`src/source/posit_defines.svh`:
```
// ==================================================
// Posit format and multiplier pipeline constants
// POSIT_ES must be at least 1 for the field types
// ==================================================
`ifndef POSIT_DEFINES_SVH
`define POSIT_DEFINES_SVH

// Posit word width in bits
`define POSIT_WIDTH 16

// Exponent field width in bits
`define POSIT_ES 1

// Regime run length field width
// Wide enough to hold a run of POSIT_WIDTH-1 bits
`define POSIT_RS ($clog2(`POSIT_WIDTH))

// Enabled cycles from operand capture to result
`define POSIT_MUL_LATENCY 13

`endif

```
`src/source/posit_fmt_pkg.sv`:
```
// ==================================================
// Number format types of a posit word and its fields
// Widths come from the shared posit macros
// ==================================================
`default_nettype none

`include "posit_defines.svh"

package posit_fmt_pkg;

  // Full posit word in two's complement form
  typedef logic [`POSIT_WIDTH-1:0] posit_t;

  // Length of the leading regime run
  typedef logic [`POSIT_RS-1:0] regime_t;

  // Exponent field
  typedef logic [`POSIT_ES-1:0] exp_t;

  // Significand with hidden bit at the top
  // Fraction bits follow the hidden bit
  typedef logic [`POSIT_WIDTH-`POSIT_ES-1:0] sig_t;

endpackage

`default_nettype wire

```
`src/source/posit_pipe_pkg.sv`:
```
// ==================================================
// Types used only inside the multiplier pipeline
// ==================================================
`default_nettype none

`include "posit_defines.svh"

package posit_pipe_pkg;

  // Raw significand product with two integer bits
  typedef logic [2*$bits(posit_fmt_pkg::sig_t)-1:0] prod_t;

  // Signed scale as regime times 2^ES plus exponent
  // Two spare bits cover the sum of both operands
  typedef logic signed [`POSIT_RS+`POSIT_ES+1:0] scale_t;

  // Rounding bits ordered lsb, guard, round, sticky
  typedef logic [3:0] round_bits_t;

endpackage

`default_nettype wire

```
`src/source/posit_fields_if.sv`:
```
// ==================================================
// Decoded fields of one posit operand
// ==================================================
`timescale 1ns/1ps
`default_nettype none

interface posit_fields_if;

  // Operand sign bit
  logic                   sgn;
  // Regime sign, high for a run of ones
  logic                   rgs;
  // Regime magnitude as seen by the decoder
  posit_fmt_pkg::regime_t rgm;
  posit_fmt_pkg::exp_t    exp;
  posit_fmt_pkg::sig_t    sig;
  // Special value flags
  logic                   zer;
  logic                   inf;

  // Decoder side writes every field
  modport decoder (output sgn, rgs, rgm, exp, sig, zer, inf);

  // Multiplier side only reads
  modport consumer (input sgn, rgs, rgm, exp, sig, zer, inf);

endinterface

`default_nettype wire

```
`src/source/delay_line.sv`:
```
// ==================================================
// Shift register advancing only on ce
// DEPTH must be at least 1
// ==================================================
`timescale 1ns/1ps
`default_nettype none

module delay_line #(
  parameter int WIDTH = 1,
  parameter int DEPTH = 1
) (
  input  wire              clk,
  input  wire              ce,
  input  wire [WIDTH-1:0]  i,
  output logic [WIDTH-1:0] o
);

  // One register per delay step
  logic [WIDTH-1:0] stage_q [DEPTH];

  always_ff @(posedge clk) begin
    if (ce) begin
      stage_q[0] <= i;
      // Everything moves one step together
      for (int n = 1; n < DEPTH; n++) begin
        stage_q[n] <= stage_q[n-1];
      end
    end
  end

  // Oldest entry leaves the chain
  assign o = stage_q[DEPTH-1];

endmodule

`default_nettype wire

```
`src/source/posit_decompose_reg.sv`:
```
// ==================================================
// Splits a posit into fields, one enabled cycle
// Fields are undefined for zero and NaR inputs
// ==================================================
`timescale 1ns/1ps
`default_nettype none

`include "posit_defines.svh"

module posit_decompose_reg (
  input  wire                        clk,
  input  wire                        ce,
  input  wire posit_fmt_pkg::posit_t i,
  posit_fields_if.decoder            f
);

  localparam int N  = `POSIT_WIDTH;
  localparam int ES = `POSIT_ES;
  localparam int RS = `POSIT_RS;

  posit_fmt_pkg::posit_t  mag;
  logic                   rgs;
  posit_fmt_pkg::regime_t run;
  logic                   run_done;
  logic [RS:0]            skip;
  logic [N-2:0]           rest;

  // ==================================================
  // Magnitude and regime
  // ==================================================

  // Negative posits decode from their two's complement
  assign mag = i[N-1] ? -i : i;

  // First body bit sets the regime polarity
  assign rgs = mag[N-2];

  // Count the run of bits equal to the first body bit
  always_comb begin
    run      = '0;
    run_done = 1'b0;
    for (int j = N - 2; j >= 0; j--) begin
      if (!run_done && (mag[j] == rgs)) begin
        run = run + 1'b1;
      end else begin
        run_done = 1'b1;
      end
    end
  end

  // ==================================================
  // Exponent and significand
  // ==================================================

  // Drop the run and its terminating bit
  assign skip = {1'b0, run} + 1'b1;
  assign rest = mag[N-2:0] << skip;

  always_ff @(posedge clk) begin
    if (ce) begin
      f.sgn <= i[N-1];
      f.rgs <= rgs;
      // Run of ones encodes run-1, run of zeros encodes -run
      f.rgm <= rgs ? run - 1'b1 : run;
      f.exp <= rest[N-2 -: ES];
      // Hidden bit is always one for a normal posit
      f.sig <= {1'b1, rest[N-2-ES:0]};
      f.zer <= (i == '0);
      // NaR is sign bit alone
      f.inf <= (i == {1'b1, {(N-1){1'b0}}});
    end
  end

endmodule

`default_nettype wire

```
`src/source/posit_mul_unit.sv`:
```
// ==================================================
// Posit multiplier top, result 13 enabled cycles on
// Pipeline holds while ce is low
// ==================================================
`timescale 1ns/1ps
`default_nettype none

module posit_mul_unit (
  input  wire                        clk,
  input  wire                        arst_n,
  input  wire                        ce,
  input  wire posit_fmt_pkg::posit_t a,
  input  wire posit_fmt_pkg::posit_t b,
  output posit_fmt_pkg::posit_t      o,
  output logic                       zero,
  output logic                       inf
);

  // Output registers and their reset live in the pipeline
  posit_multiply mul_i (
    .clk    (clk),
    .arst_n (arst_n),
    .ce     (ce),
    .a      (a),
    .b      (b),
    .o      (o),
    .zero   (zero),
    .inf    (inf)
  );

endmodule

`default_nettype wire

```
`src/source/posit_multiply.sv`:
```
// ==================================================
// Posit multiplier, 13 enabled cycles, RNE rounding
// Saturates at maxpos and minpos, never rounds to 0
// ==================================================
`timescale 1ns/1ps
`default_nettype none

`include "posit_defines.svh"

module posit_multiply (
  input  wire                        clk,
  input  wire                        arst_n,
  input  wire                        ce,
  input  wire posit_fmt_pkg::posit_t a,
  input  wire posit_fmt_pkg::posit_t b,
  output posit_fmt_pkg::posit_t      o,
  output logic                       zero,
  output logic                       inf
);

  localparam int N   = `POSIT_WIDTH;
  localparam int ES  = `POSIT_ES;
  localparam int RS  = `POSIT_RS;
  localparam int SW  = N - ES;
  localparam int PW  = 2 * SW;
  // Signed regime and run length width
  localparam int KW  = RS + 2;
  localparam int SCW = RS + ES + 2;
  // Run, terminator, exponent, fraction and zero padding
  localparam int XW  = 2 + ES + (PW - 1) + N;
  localparam int SIGN_DEPTH = `POSIT_MUL_LATENCY - 4;
  localparam int FLAG_DEPTH = `POSIT_MUL_LATENCY - 3;

  // ==================================================
  // Stage 1, operand decode
  // ==================================================
  posit_fields_if fa ();
  posit_fields_if fb ();

  posit_decompose_reg dec_a_i (
    .clk (clk),
    .ce  (ce),
    .i   (a),
    .f   (fa)
  );

  posit_decompose_reg dec_b_i (
    .clk (clk),
    .ce  (ce),
    .i   (b),
    .f   (fb)
  );

  // ==================================================
  // Stages 2 to 5, product and scale
  // ==================================================
  logic signed [KW-1:0]   ka;
  logic signed [KW-1:0]   kb;
  posit_pipe_pkg::prod_t  prod2;
  posit_pipe_pkg::scale_t sc_a2;
  posit_pipe_pkg::scale_t sc_b2;
  logic                   so2;
  logic                   zero2;
  logic                   inf2;

  // Signed regime value of each operand
  assign ka = fa.rgs ? $signed({2'b00, fa.rgm}) : -$signed({2'b00, fa.rgm});
  assign kb = fb.rgs ? $signed({2'b00, fb.rgm}) : -$signed({2'b00, fb.rgm});

  always_ff @(posedge clk) begin
    if (ce) begin
      prod2 <= fa.sig * fb.sig;
      sc_a2 <= {ka, fa.exp};
      sc_b2 <= {kb, fb.exp};
      so2   <= fa.sgn ^ fb.sgn;
      inf2  <= fa.inf | fb.inf;
      // NaR wins over zero
      zero2 <= (fa.zer | fb.zer) & ~(fa.inf | fb.inf);
    end
  end

  logic                   mo;
  posit_pipe_pkg::prod_t  prod3;
  posit_pipe_pkg::scale_t scale3;

  // Product in [2,4) carries one more power of two
  assign mo = prod2[PW-1];

  always_ff @(posedge clk) begin
    if (ce) begin
      prod3  <= mo ? prod2 : {prod2[PW-2:0], 1'b0};
      scale3 <= sc_a2 + sc_b2 + {{(SCW-1){1'b0}}, mo};
    end
  end

  logic signed [KW-1:0] k3;
  logic [KW-1:0]        kmag4;
  posit_fmt_pkg::exp_t  e4;
  logic                 neg4;
  logic [PW-2:0]        frac4;

  // Upper scale bits hold the result regime
  assign k3 = scale3[SCW-1:ES];

  always_ff @(posedge clk) begin
    if (ce) begin
      kmag4 <= scale3[SCW-1] ? -k3 : k3;
      e4    <= scale3[ES-1:0];
      neg4  <= scale3[SCW-1];
      // Hidden bit dropped
      frac4 <= prod3[PW-2:0];
    end
  end

  logic [KW-1:0] run_c;
  logic          sat_c;
  logic [KW-1:0] sh5;
  logic [1:0]    sn5;
  logic [XW-1:0] x5;

  // Ones run is one longer than a positive regime
  assign run_c = neg4 ? kmag4 : kmag4 + 1'b1;
  // Regime alone fills the body
  assign sat_c = (run_c >= N - 1);

  always_ff @(posedge clk) begin
    if (ce) begin
      sh5 <= sat_c ? '0 : run_c - 1'b1;
      sn5 <= {sat_c, neg4};
      x5  <= {~neg4, neg4, e4, frac4, {N{1'b0}}};
    end
  end

  // ==================================================
  // Stages 6 to 11, regime shift and rounding
  // ==================================================
  logic signed [XW-1:0] x6;
  logic [1:0]           sh6;
  logic [1:0]           sn6;
  logic signed [XW-1:0] x7;
  logic [1:0]           sn7;

  // Arithmetic shift replicates the run bit, coarse then fine
  always_ff @(posedge clk) begin
    if (ce) begin
      x6  <= $signed(x5) >>> {sh5[KW-1:2], 2'b00};
      sh6 <= sh5[1:0];
      sn6 <= sn5;
      x7  <= x6 >>> sh6;
      sn7 <= sn6;
    end
  end

  logic [N-2:0]                body8;
  posit_pipe_pkg::round_bits_t rb8;
  logic [1:0]                  sn8;
  logic [N-2:0]                body9;
  logic                        ulp9;
  logic [1:0]                  sn9;
  logic [N-2:0]                rnd10;
  logic [1:0]                  sn10;
  logic [N-2:0]                mag11;

  always_ff @(posedge clk) begin
    if (ce) begin
      // Top N-1 bits form the unsigned posit body
      body8 <= x7[XW-1 -: N-1];
      rb8   <= {x7[XW-N+1], x7[XW-N], x7[XW-N-1], |x7[XW-N-2:0]};
      sn8   <= sn7;
      // Nearest even
      ulp9  <= rb8[2] & (rb8[3] | rb8[1] | rb8[0]);
      body9 <= body8;
      sn9   <= sn8;
      rnd10 <= body9 + {{(N-2){1'b0}}, ulp9};
      sn10  <= sn9;
      // Saturated results skip rounding
      if (sn10[1]) begin
        mag11 <= sn10[0] ? {{(N-2){1'b0}}, 1'b1} : {(N-1){1'b1}};
      end else begin
        mag11 <= rnd10;
      end
    end
  end

  // ==================================================
  // Stages 12 and 13, sign and special values
  // ==================================================
  logic                  so11;
  logic                  zero12;
  logic                  inf12;
  posit_fmt_pkg::posit_t res12;

  delay_line #(.WIDTH(1), .DEPTH(SIGN_DEPTH)) sign_dly_i (
    .clk (clk),
    .ce  (ce),
    .i   (so2),
    .o   (so11)
  );

  delay_line #(.WIDTH(1), .DEPTH(FLAG_DEPTH)) zero_dly_i (
    .clk (clk),
    .ce  (ce),
    .i   (zero2),
    .o   (zero12)
  );

  delay_line #(.WIDTH(1), .DEPTH(FLAG_DEPTH)) inf_dly_i (
    .clk (clk),
    .ce  (ce),
    .i   (inf2),
    .o   (inf12)
  );

  // Negative results in two's complement
  always_ff @(posedge clk) begin
    if (ce) begin
      res12 <= so11 ? -{1'b0, mag11} : {1'b0, mag11};
    end
  end

  always_ff @(posedge clk or negedge arst_n) begin
    if (!arst_n) begin
      o    <= '0;
      zero <= 1'b0;
      inf  <= 1'b0;
    end else if (ce) begin
      zero <= zero12;
      inf  <= inf12;
      if (inf12) begin
        o <= {1'b1, {(N-1){1'b0}}};
      end else if (zero12) begin
        o <= '0;
      end else begin
        o <= res12;
      end
    end
  end

endmodule

`default_nettype wire

```
`config.mk`:
```
export PLATFORM = sky130hd
export DESIGN_NAME = posit_mul_unit
export DESIGN_NICKNAME = d
export VERILOG_FILES = /design/src/source/posit_fmt_pkg.sv /design/src/source/posit_pipe_pkg.sv /design/src/source/posit_fields_if.sv /design/src/source/delay_line.sv /design/src/source/posit_decompose_reg.sv /design/src/source/posit_mul_unit.sv /design/src/source/posit_multiply.sv
export VERILOG_INCLUDE_DIRS = /design/src /design/src/source
export SDC_FILE = /design/constraint.sdc
export NUM_CORES = 1
export LEC_CHECK = 0
export ABC_AREA = 1
export BUFFER_PORTS_ARGS = -buffer_cell sky130_fd_sc_hd__buf_2
export CAP_MARGIN = 20
export CELL_PAD_IN_SITES_DETAIL_PLACEMENT = 0
export CELL_PAD_IN_SITES_GLOBAL_PLACEMENT = 2
export CORE_MARGIN = 10
export CORE_UTILIZATION = 43
export CTS_BUF_LIST = sky130_fd_sc_hd__clkbuf_4 sky130_fd_sc_hd__clkbuf_8
export CTS_CLUSTER_DIAMETER = 200
export DETAILED_ROUTE_END_ITERATION = 10
export GPL_TIMING_DRIVEN = 0
export PLACE_DENSITY_LB_ADDON = 0.1
export SYNTH_ARGS = -nofsm -noshare
export SYNTH_HDL_FRONTEND = slang
export SYNTH_SLANG_ARGS = --single-unit
```
`constraint.sdc`:
```
create_clock -name clk -period 7.7 [get_ports clk]
set_clock_uncertainty 0.2 [all_clocks]
set_input_delay 0.77 -clock clk [delete_from_list [all_inputs] [get_ports clk]]
set_output_delay 0.77 -clock clk [all_outputs]
set_load 0.05 [all_outputs]
```
== Word-level counts from Yosys, hierarchy flattened ==
Memories as Yosys holds them, arrays and structs flattened.
Cells that the tools add are included.

* Logic and storage cells: 264
* Register bits: 413
* Input port bits: 35
* Memories kept: 3
* Memory bits (writable): 29

* Shift-type cells: 4
* Add/subtract/negate cells: 41
* Reductions and logical operators: 53
* Eq/ne operators: 30
* Bitwise logic cells: 9
* Muxes and demuxes: 70
* Order comparisons: 1
* $mul: 1

{| class="wikitable"
|+ Memories
! memory !! depth !! width !! rd ports !! clocked after Yosys merged registers in !! write ports !! RTL line !! source
|-
| mul_i.inf_dly_i.stage_q || 10 || 1 || 10 || 0 || 10 || delay_line.sv:19 || <nowiki>logic [WIDTH-1:0] stage_q [DEPTH];</nowiki>
|-
| mul_i.zero_dly_i.stage_q || 10 || 1 || 10 || 0 || 10 || delay_line.sv:19 ||
|-
| mul_i.sign_dly_i.stage_q || 9 || 1 || 9 || 0 || 9 || delay_line.sv:19 ||
|}

{| class="wikitable"
|+ Operators by type and width
! operator !! number
|-
| $mux 4 || 30
|-
| $add 4x1->4 const B || 26
|-
| $mux 15 || 5
|-
| $sshr 48x2->48 || 1
|-
| $sshr 48x6->48 || 1
|-
| $eq 16x16->1 const B || 2
|-
| $logic_not 16->1 || 2
|-
| $mux 16 || 2
|-
| $reduce_or 31->1 || 1
|-
| $mul 15x15->30 || 1
|-
| $neg 15->15 || 2
|-
| $shl 15x5->15 || 2
|-
| $mux 29 || 1
|-
| $eq 1x1->1 || 28
|-
| $mux 1 || 28
|-
| $logic_and 1x1->1 || 26
|-
| $logic_not 1->1 || 24
|-
| $neg 15->16 || 1
|-
| $add 15x1->15 || 1
|-
| $neg 4->6 || 2
|-
| $add 4x1->5 const B || 2
|-
| $sub 4x1->4 const B || 2
|-
| $add 7x1->7 || 1
|-
| $add 7x7->7 || 1
|-
| other kinds (11) || 17
|}

== Longest topological paths before layout ==
Gate-level depths: netlist of run 1.

* Word-level depth: 43
* Mapped depth: 45
* Gate-level depth less buffers: 43

== Hierarchy ==
From an unflattened synthesis of run 1, not the netlist that was laid out.

* Cells, all modules: 3489
* Area total of the unflattened synthesis: 30669.4 um^2

{| class="wikitable"
|+ By module, submodules not included
! module !! cells an instance !! times used !! seq. area each (um^2) !! area each (um^2)
|-
| posit_multiply || 2492 || 1 || 10870.4 || 23782.8
|-
| posit_decompose_reg || 484 || 2 || 690.7 || 3007.9
|-
| delay_line at mul_i.inf_dly_i ... || 10 || 2 || 300.3 || 300.3
|-
| delay_line at mul_i.sign_dly_i || 9 || 1 || 270.3 || 270.3
|}

== Worst setup path after synthesis of run 1 ==
OpenSTA, ideal clock, no wires.

* Path kind: reg-to-reg
* Start point: register mul_i.dec_a_i.f.sig[6]
* End point: register mul_i.prod2[29] (data pin)
* Buffers on the path: 1
* Cell stages (with the launch flop): 31
* Required time: 7239 ps
* Setup slack: 1215 ps
* Setup time: 261 ps
* Arrival: 6024 ps
* Clock period less this slack: 6485 ps
* Path through: edfxtp_1 > clkbuf_1 > nand2_1 > fa_1 > inv_1 > fa_1 > inv_1 > fa_1 > inv_1 > fa_1 > fa_1 > fa_1 > ha_1 > nand2_1 > inv_1 > nand3_1 > inv_1 > a21oi_1 > inv_1 > a21oi_1 > o21ai_0 > nand3_1 > nand2_1 > nand3_1 > nand2_1 > a31oi_1 > o21ai_0 > a21oi_1 > nor2_1 > nor2_1 > xor2_1

* Word-level cells in the longest chain between the ends: 1

{| class="wikitable"
|+ RTL lines
! item !! RTL line !! source
|-
| start, declared || posit_fields_if.sv:22 || <nowiki>modport decoder (output sgn, rgs, rgm, exp, sig, zer, inf);</nowiki>
|-
| start signal, assigned || posit_decompose_reg.sv:67 || <nowiki>f.sig <= {1'b1, rest[N-2-ES:0]};</nowiki>
|-
| $mul 15x15->30 || posit_multiply.sv:72 || <nowiki>prod2 <= fa.sig * fb.sig;</nowiki>
|-
| end signal, assigned || posit_multiply.sv:72 ||
|-
| end, declared || posit_multiply.sv:59 || <nowiki>posit_pipe_pkg::prod_t prod2;</nowiki>
|}

No other way between the ends.
A chain may end at the register's enable or synchronous reset.

== Worst setup path after layout of run 1 ==
* Start point: register mul_i.dec_b_i.f.sig[10]
* End point: register mul_i.prod2[29] (data pin)

* Word-level cells in the longest chain between the ends: 1

{| class="wikitable"
|+ RTL lines
! item !! RTL line
|-
| start, declared || posit_fields_if.sv:22
|-
| start signal, assigned || posit_decompose_reg.sv:67
|-
| $mul 15x15->30 || posit_multiply.sv:72
|}

No other way between the ends.

==> results of run 1 <==
sequential cells by signal (all words and copies together) (netlist names), 9 cells and up:
register	flops
mul_i.prod2	30
mul_i.prod3	29
mul_i.sign_dly_i.stage_q	9
mul_i.frac4	29
mul_i.inf_dly_i.stage_q	10
mul_i.res12	16
mul_i.dec_a_i.f.sig	14
mul_i.zero_dly_i.stage_q	10
mul_i.rnd10	15
mul_i.x5	31
mul_i.body8	15
mul_i.x6	48
mul_i.o	16
mul_i.body9	15
mul_i.dec_b_i.f.sig	14
mul_i.mag11	15
mul_i.x7	48
final cells by class:
cell class              count  area [um2]
clock inverters            44       513.0
fillers                  6296       34070
clock buffers              99        1237
well taps                 864        1081
multi-input cells        2025       13450
plain buffers             106       504.2
flip-flops and latches    440       13120
diodes                      1       2.502
inverters                 486        1824
repair buffers             62       407.9
Yosys cell counts, drive strengths merged (2+ instances only):
library cell  count  area [um2]
a31oi             6       37.54
clkinv            6       22.52
o211ai           18       135.1
a21oi            71       359.1
nor4             12       75.07
ha              127        1589
o21ai           189       949.7
nand2           900        3496
nand3b            7       56.30
dfrtp            18       450.4
o31ai             3       22.52
o221ai            4       35.03
xor2             78       690.7
buf              31       196.4
nor3             13       76.33
inv             480        1802
a32o             15       150.1
mux2i            36       360.4
edfxtp          422       12670
and2              2       12.51
xnor2            21       183.9
nor2            157       680.7
clkbuf           75       281.5
nand3           157       870.8
nor3b             3       22.52
nand4            17       112.6
or2              10       65.07
fa              169        3383
stage by stage:
step	area [um2]	TNS, ns
after global placement	30220	-244.17
after floorplan	28880	0
final	32140	0
after CTS	32070	0
after global routing	32140	0
after detailed placement	30310	0
path summary, 6_finish.rpt:
path,to,cells after the start,start,slack (ns)
max,mul_i.prod2[29],26,mul_i.dec_b_i.f.sig[10],0.45
min,mul_i.dec_a_i.f.sgn,1,a[15],0.15
max reg2reg,mul_i.prod2[29],26,mul_i.dec_b_i.f.sig[10],0.45
min reg2reg,mul_i.sh6[1],0,mul_i.sh5[1],0.20
max in group asynchronous,mul_i.zero,2,arst_n,6.62
min in group asynchronous,mul_i.inf,2,arst_n,0.38
kinds of logic (layout without fill, tap and decap cells):
logic type,after synthesis,count (layout)
other,0,1
AO/OA/AOI/OAI,313,313
flip-flops,440,440
buffers and inverters,592,797
multiplexers,37,37
XOR/XNOR,99,99
adder cells (fa/ha/maj),296,296
AND/OR/NAND/NOR,1280,1280
metal layers:
| layer | wire length (um) | track usage | vias to the layer above | part of all wire |
|---|---|---|---|---|
| li1 | - | - | 10200 | - |
| met1 | 29550 | 0.2169 | 9651 | 0.45 |
| met4 | 1377 | 0.04947 | 0 | 0.021 |
| met5 | 0 | 0 | - | 0 |
| met3 | 1754 | 0.02327 | 90 | 0.027 |
| met2 | 32730 | 0.2997 | 264 | 0.50 |
worst max-delay path: cells and delay by family, from the launching register on:
| family | cells | cell delay (ns) |
|---|---|---|
| fa+ha+maj | 7 | 3.49 |
| compound gates | 7 | 1.33 |
| buf+inv | 4 | 0.65 |
| simple gates | 7 | 0.64 |
| flops | 1 | 0.61 |
| xor+xnor | 1 | 0.08 |
what timing repair did:
item / CTS / global route
hold endpoints to repair: 18 / 0
endpoints found under the setup margin: 0 / 3
resized for setup: 0 / 40
buffers inserted: 0 / 6
hold buffers: 1 / 0
==> results.cfg, run 1 <==
[sta]
hold_ws_ns = 0.1549
fmax_mhz = 137.9
finalHoldViolations = 0
setup_viol = 0
relSlewSlack = 0.4960
rsz0062_at_grt = no
tightest_slew_ns = 0.7561
setup_ws_ns = 0.4463
min_period_over_period = 0.9420
finalWorstPathRequiredPeriod_ns = 7.254
slew_violations = 0

[floorplanning]
die_w_um = 279.1
rows = 94
start_util = 0.4361
coreArea_um2 = 66220
die_y_um = 279.1
floorplan.die_area_um2 = 77920
io-pin-count = 53

[worst_setup_path]
end_kind = register
slowest_stage = edfxtp_1
cp.arrival_ns = 7.43
critical_path.most_common_cell = fa_1
start_kind = register
worst_ep_required_time_ns = 7.88
critPathMaxFanout = 10
critPathMaxStageDelay_ns = 0.61
crit_type = register to register

[placed_design]
post-place-ws_ns = 0.1256
place_congestion = 0.8546
dp.final_hpwl_mm = 51.43
dp.cells = 3976
io_buffers = 52

[detailed_routing]
drt_wl_total_mm = 65.42
routedWlPerCell_um = 15.85
drt_pass1_iterations = 5
drc = 0
routed_via_density = 4.895
dr_total_vias = 20200
drt-initial-drc-count = 952
postRouteAntennaNets = 0

[cells_and_area]
nets = 3529
mostFrequentLayoutCell = nand2_1
area_growth_syn_to_layout_pct = 11.32
final_cell_mix = nand2_1, inv_1, edfxtp_1
post-route-util = 0.4854
drive_gt1_frac = 0.1006
stdcell_count = 4127

[yosys]
syn_avg_cell_area_um2 = 9.446
synth_cell_types = 59
ys.flop_type = edfxtp_1
synthMuxAreaShare = 0.01287
yosysWarnings = 0
netlist_area_um2 = 28880
syn_inst = 3057
ys_ff_latch = 440
synth-adder-area-share = 0.1722
yosysSeqAreaShare = 0.4545
synth_compound_area_frac = 0.06062
synthXorXnorAreaFrac = 0.03029
synth-async-reset-ratio = 0.04091
synth_top_family_by_area = simple AND/OR/NAND/NOR gates
synthSimpleGateAreaFrac = 0.1898
synth-edff-count = 422
synth.net_count = 3388

[global_routing]
grt_usage = 0.1708
grt_pass1_vias = 20730
grt_max_degree = 138
grt_pass1_wl_mm = 108.1
antenna_found_initial = 1
overflow = 0

[clock_tree]
ctsHtreeMaxLevel = 3
cts_tree = yes
path_clk_slew_ns = 0.06
worstSkewPairLatency_ns = 0.63
cts.sinks = 440
cts_root_buf = clkbuf_8
clockBufferDepth = 3
cts_buffers = 77

[run_status]
outcome = finished, final reports clean

[flow_run]
maxCapViolCount = 0

[hold_path]
min_path_type = input port to register
Power of run 1 is left out: the tool's default activity adds up to more than one toggle a clock period on the data nets, which glitch-free logic cannot reach.
==> run 2: changes to the inputs <==
--- a/config.mk
+++ b/config.mk
@@ -12,8 +12,7 @@
 export CELL_PAD_IN_SITES_DETAIL_PLACEMENT = 0
 export CELL_PAD_IN_SITES_GLOBAL_PLACEMENT = 2
 export CORE_MARGIN = 10
-export CORE_UTILIZATION = 43
-export CTS_BUF_LIST = sky130_fd_sc_hd__clkbuf_4 sky130_fd_sc_hd__clkbuf_8
+export CORE_UTILIZATION = 42
 export CTS_CLUSTER_DIAMETER = 200
 export DETAILED_ROUTE_END_ITERATION = 10
 export GPL_TIMING_DRIVEN = 0
==> run 2 against run 1 <==
  * Critical path depth up 2
  * Design area barely moved
  * Routed wire length up 0.74%
  * Via count shrank 1.1%
  * Sequential share of layout area hardly changed
  * Sequential cell count did not move
  * Fmax is 0.84% higher
  * Clock-buffer cell count shrank 39
  * Core utilization down 1.5 points
  * Non-clock buffer count is 2 lower
  * Setup slack gained 0.060 ns
  * First-iteration DRC count rose by 16%
==> results.cfg, run 2 (same netlist as run 1, synthesis figures left out) <==
[placed_design]
place_congestion = 0.8607
dp.final_hpwl_mm = 52.19
dp.cells = 3994
io_buffers = 52

[cells_and_area]
area_growth_syn_to_layout_pct = 11.34
drive_gt1_frac = 0.08702
stdcell_count = 4088
final_cell_mix = nand2_1, inv_1, edfxtp_1
fillers = 6498
mostFrequentLayoutCell = nand2_1
nets = 3499
top_regs = mul_i.x6 (48), mul_i.x7 (48), mul_i.x5 (31)
diodes = 0

[sta]
finalHoldViolations = 0
rsz0062_at_grt = no
fmax_mhz = 139.0
slew_violations = 0
relSlewSlack = 0.4894
finalWorstPathRequiredPeriod_ns = 7.194
min_period_over_period = 0.9342
setup_viol = 0
tightest_slew_ns = 0.7579

[worst_setup_path]
start_kind = register
end_kind = register
slowest_stage = edfxtp_1
reg2regPathDepth = 28
r2r_end = mul_i.prod2[29]
critPathMaxFanout = 10
cp.arrival_ns = 7.30
critical_path.most_common_cell = fa_1
worst_ep_required_time_ns = 7.81
crit_type = register to register
critPathMaxStageDelay_ns = 0.57
reg2reg_slack_ns = 0.51
r2r-start = mul_i.dec_a_i.f.sig[2]

[floorplanning]
start_util = 0.4225
coreArea_um2 = 68350
floorplan.die_area_um2 = 79640
io-pin-count = 53
die_w_um = 282.2
die_y_um = 282.2
rows = 96

[global_routing]
antenna_found_initial = 0
grt_max_degree = 135
overflow = 0
grt_pass1_vias = 20720
grt_usage = 0.1701
grt_pass1_wl_mm = 108.7

[clock_tree]
path_clk_slew_ns = 0.05
cts_buffers = 49
cts_root_buf = clkbuf_16
cts.sinks = 440
clockBufferDepth = 3
cts_tree = yes
worstSkewPairLatency_ns = 0.60
ctsHtreeMaxLevel = 2

[detailed_routing]
drt_wl_total_mm = 65.91
drt-initial-drc-count = 1108
drc = 0
routed_via_density = 4.887
postRouteAntennaNets = 0
dr_total_vias = 19980
drt_pass1_iterations = 5
routedWlPerCell_um = 16.12

[run_status]
outcome = finished, final reports clean

[hold_path]
min_path_type = register to register
whs_path_depth = 0
min_to = mul_i.inf_dly_i.stage_q[3]
worstHoldStart = mul_i.inf_dly_i.stage_q[2]

[flow_run]
maxCapViolCount = 0
run 2: changes by cell type in the layout (fill, tap and decap cells not counted), sizes merged:
cell and change:
clkinv -14, clkbuf -39, clkinvlp -2, buf -2
bufinv +1, diode -1
run 2: critical path: cells and delay by family, from the launching register on:
| family | cells | cell delay, ns |
|---|---|---|
| compound gates | 7 | 1.37 |
| xor+xnor | 1 | 0.07 |
| simple gates | 7 | 0.60 |
| flops | 1 | 0.57 |
| buf+inv | 6 | 0.61 |
| fa+ha+maj | 7 | 3.52 |
run 2: per-stage QoR:
stage	TNS [ns]	worst slack [ns]	utilization	instance area, um2	hold slack [ns]
5_1_grt	0	0.002598	0.4704	32150	0.1885
6_report	0	0.5065	0.4704	32150	0.1848
3_5_place_dp	0	0.1485	0.4438	30330	0.2045
2_1_floorplan	0	1.215	-	28880	0.2003
4_1_cts	0	0.1220	0.4695	32090	0.1860
3_3_place_gp	-243.73	-3.913	0.4424	30240	0.2011
run 2: how the worst max path moves through the flow:
stage	from	cells past startpoint	endpoint	slack, ns
after global routing	mul_i.dec_b_i.f.sig[12]	28	mul_i.prod2[29]	0.003
after detailed placement	mul_i.dec_a_i.f.sig[6]	28	mul_i.prod2[29]	0.15
after global placement	ce	5	mul_i.o[14]	-3.91
after floorplan	mul_i.dec_a_i.f.sig[6]	30	mul_i.prod2[29]	1.22
after CTS	mul_i.dec_b_i.f.sig[7]	26	mul_i.prod2[29]	0.12
final	mul_i.dec_a_i.f.sig[2]	28	mul_i.prod2[29]	0.51
run 2: what timing repair did:
action                                 in CTS  in global routing
setup endpoints to repair                   0                  3
endpoints found under the hold margin      18                  0
hold buffers                                1                  0
resized for setup                           0                 43
setup buffers                               0                  4
run 2: layout make-up:
cell class,count,area (um2),area share
Timing Repair Buffer,60,392.9,0.01222
Clock inverter,29,480.5,0.01494
Sequential cell,440,13120,0.4082
Clock buffer,60,1267,0.03942
Tap cell,882,1104,0.03432
Buffer,106,505.5,0.01572
Inverter,486,1824,0.05674
Multi-Input combinational cell,2025,13450,0.4185
run 2: per-layer routing:
metal	GRT usage	vias up	routed length (um)
met5	0	-	0
met4	0.04733	0	1624
met3	0.01963	99	1873
met2	0.3014	260	32660
met1	0.2169	9510	29750
li1	-	10110	-
Power of run 2 is left out for the same reason.
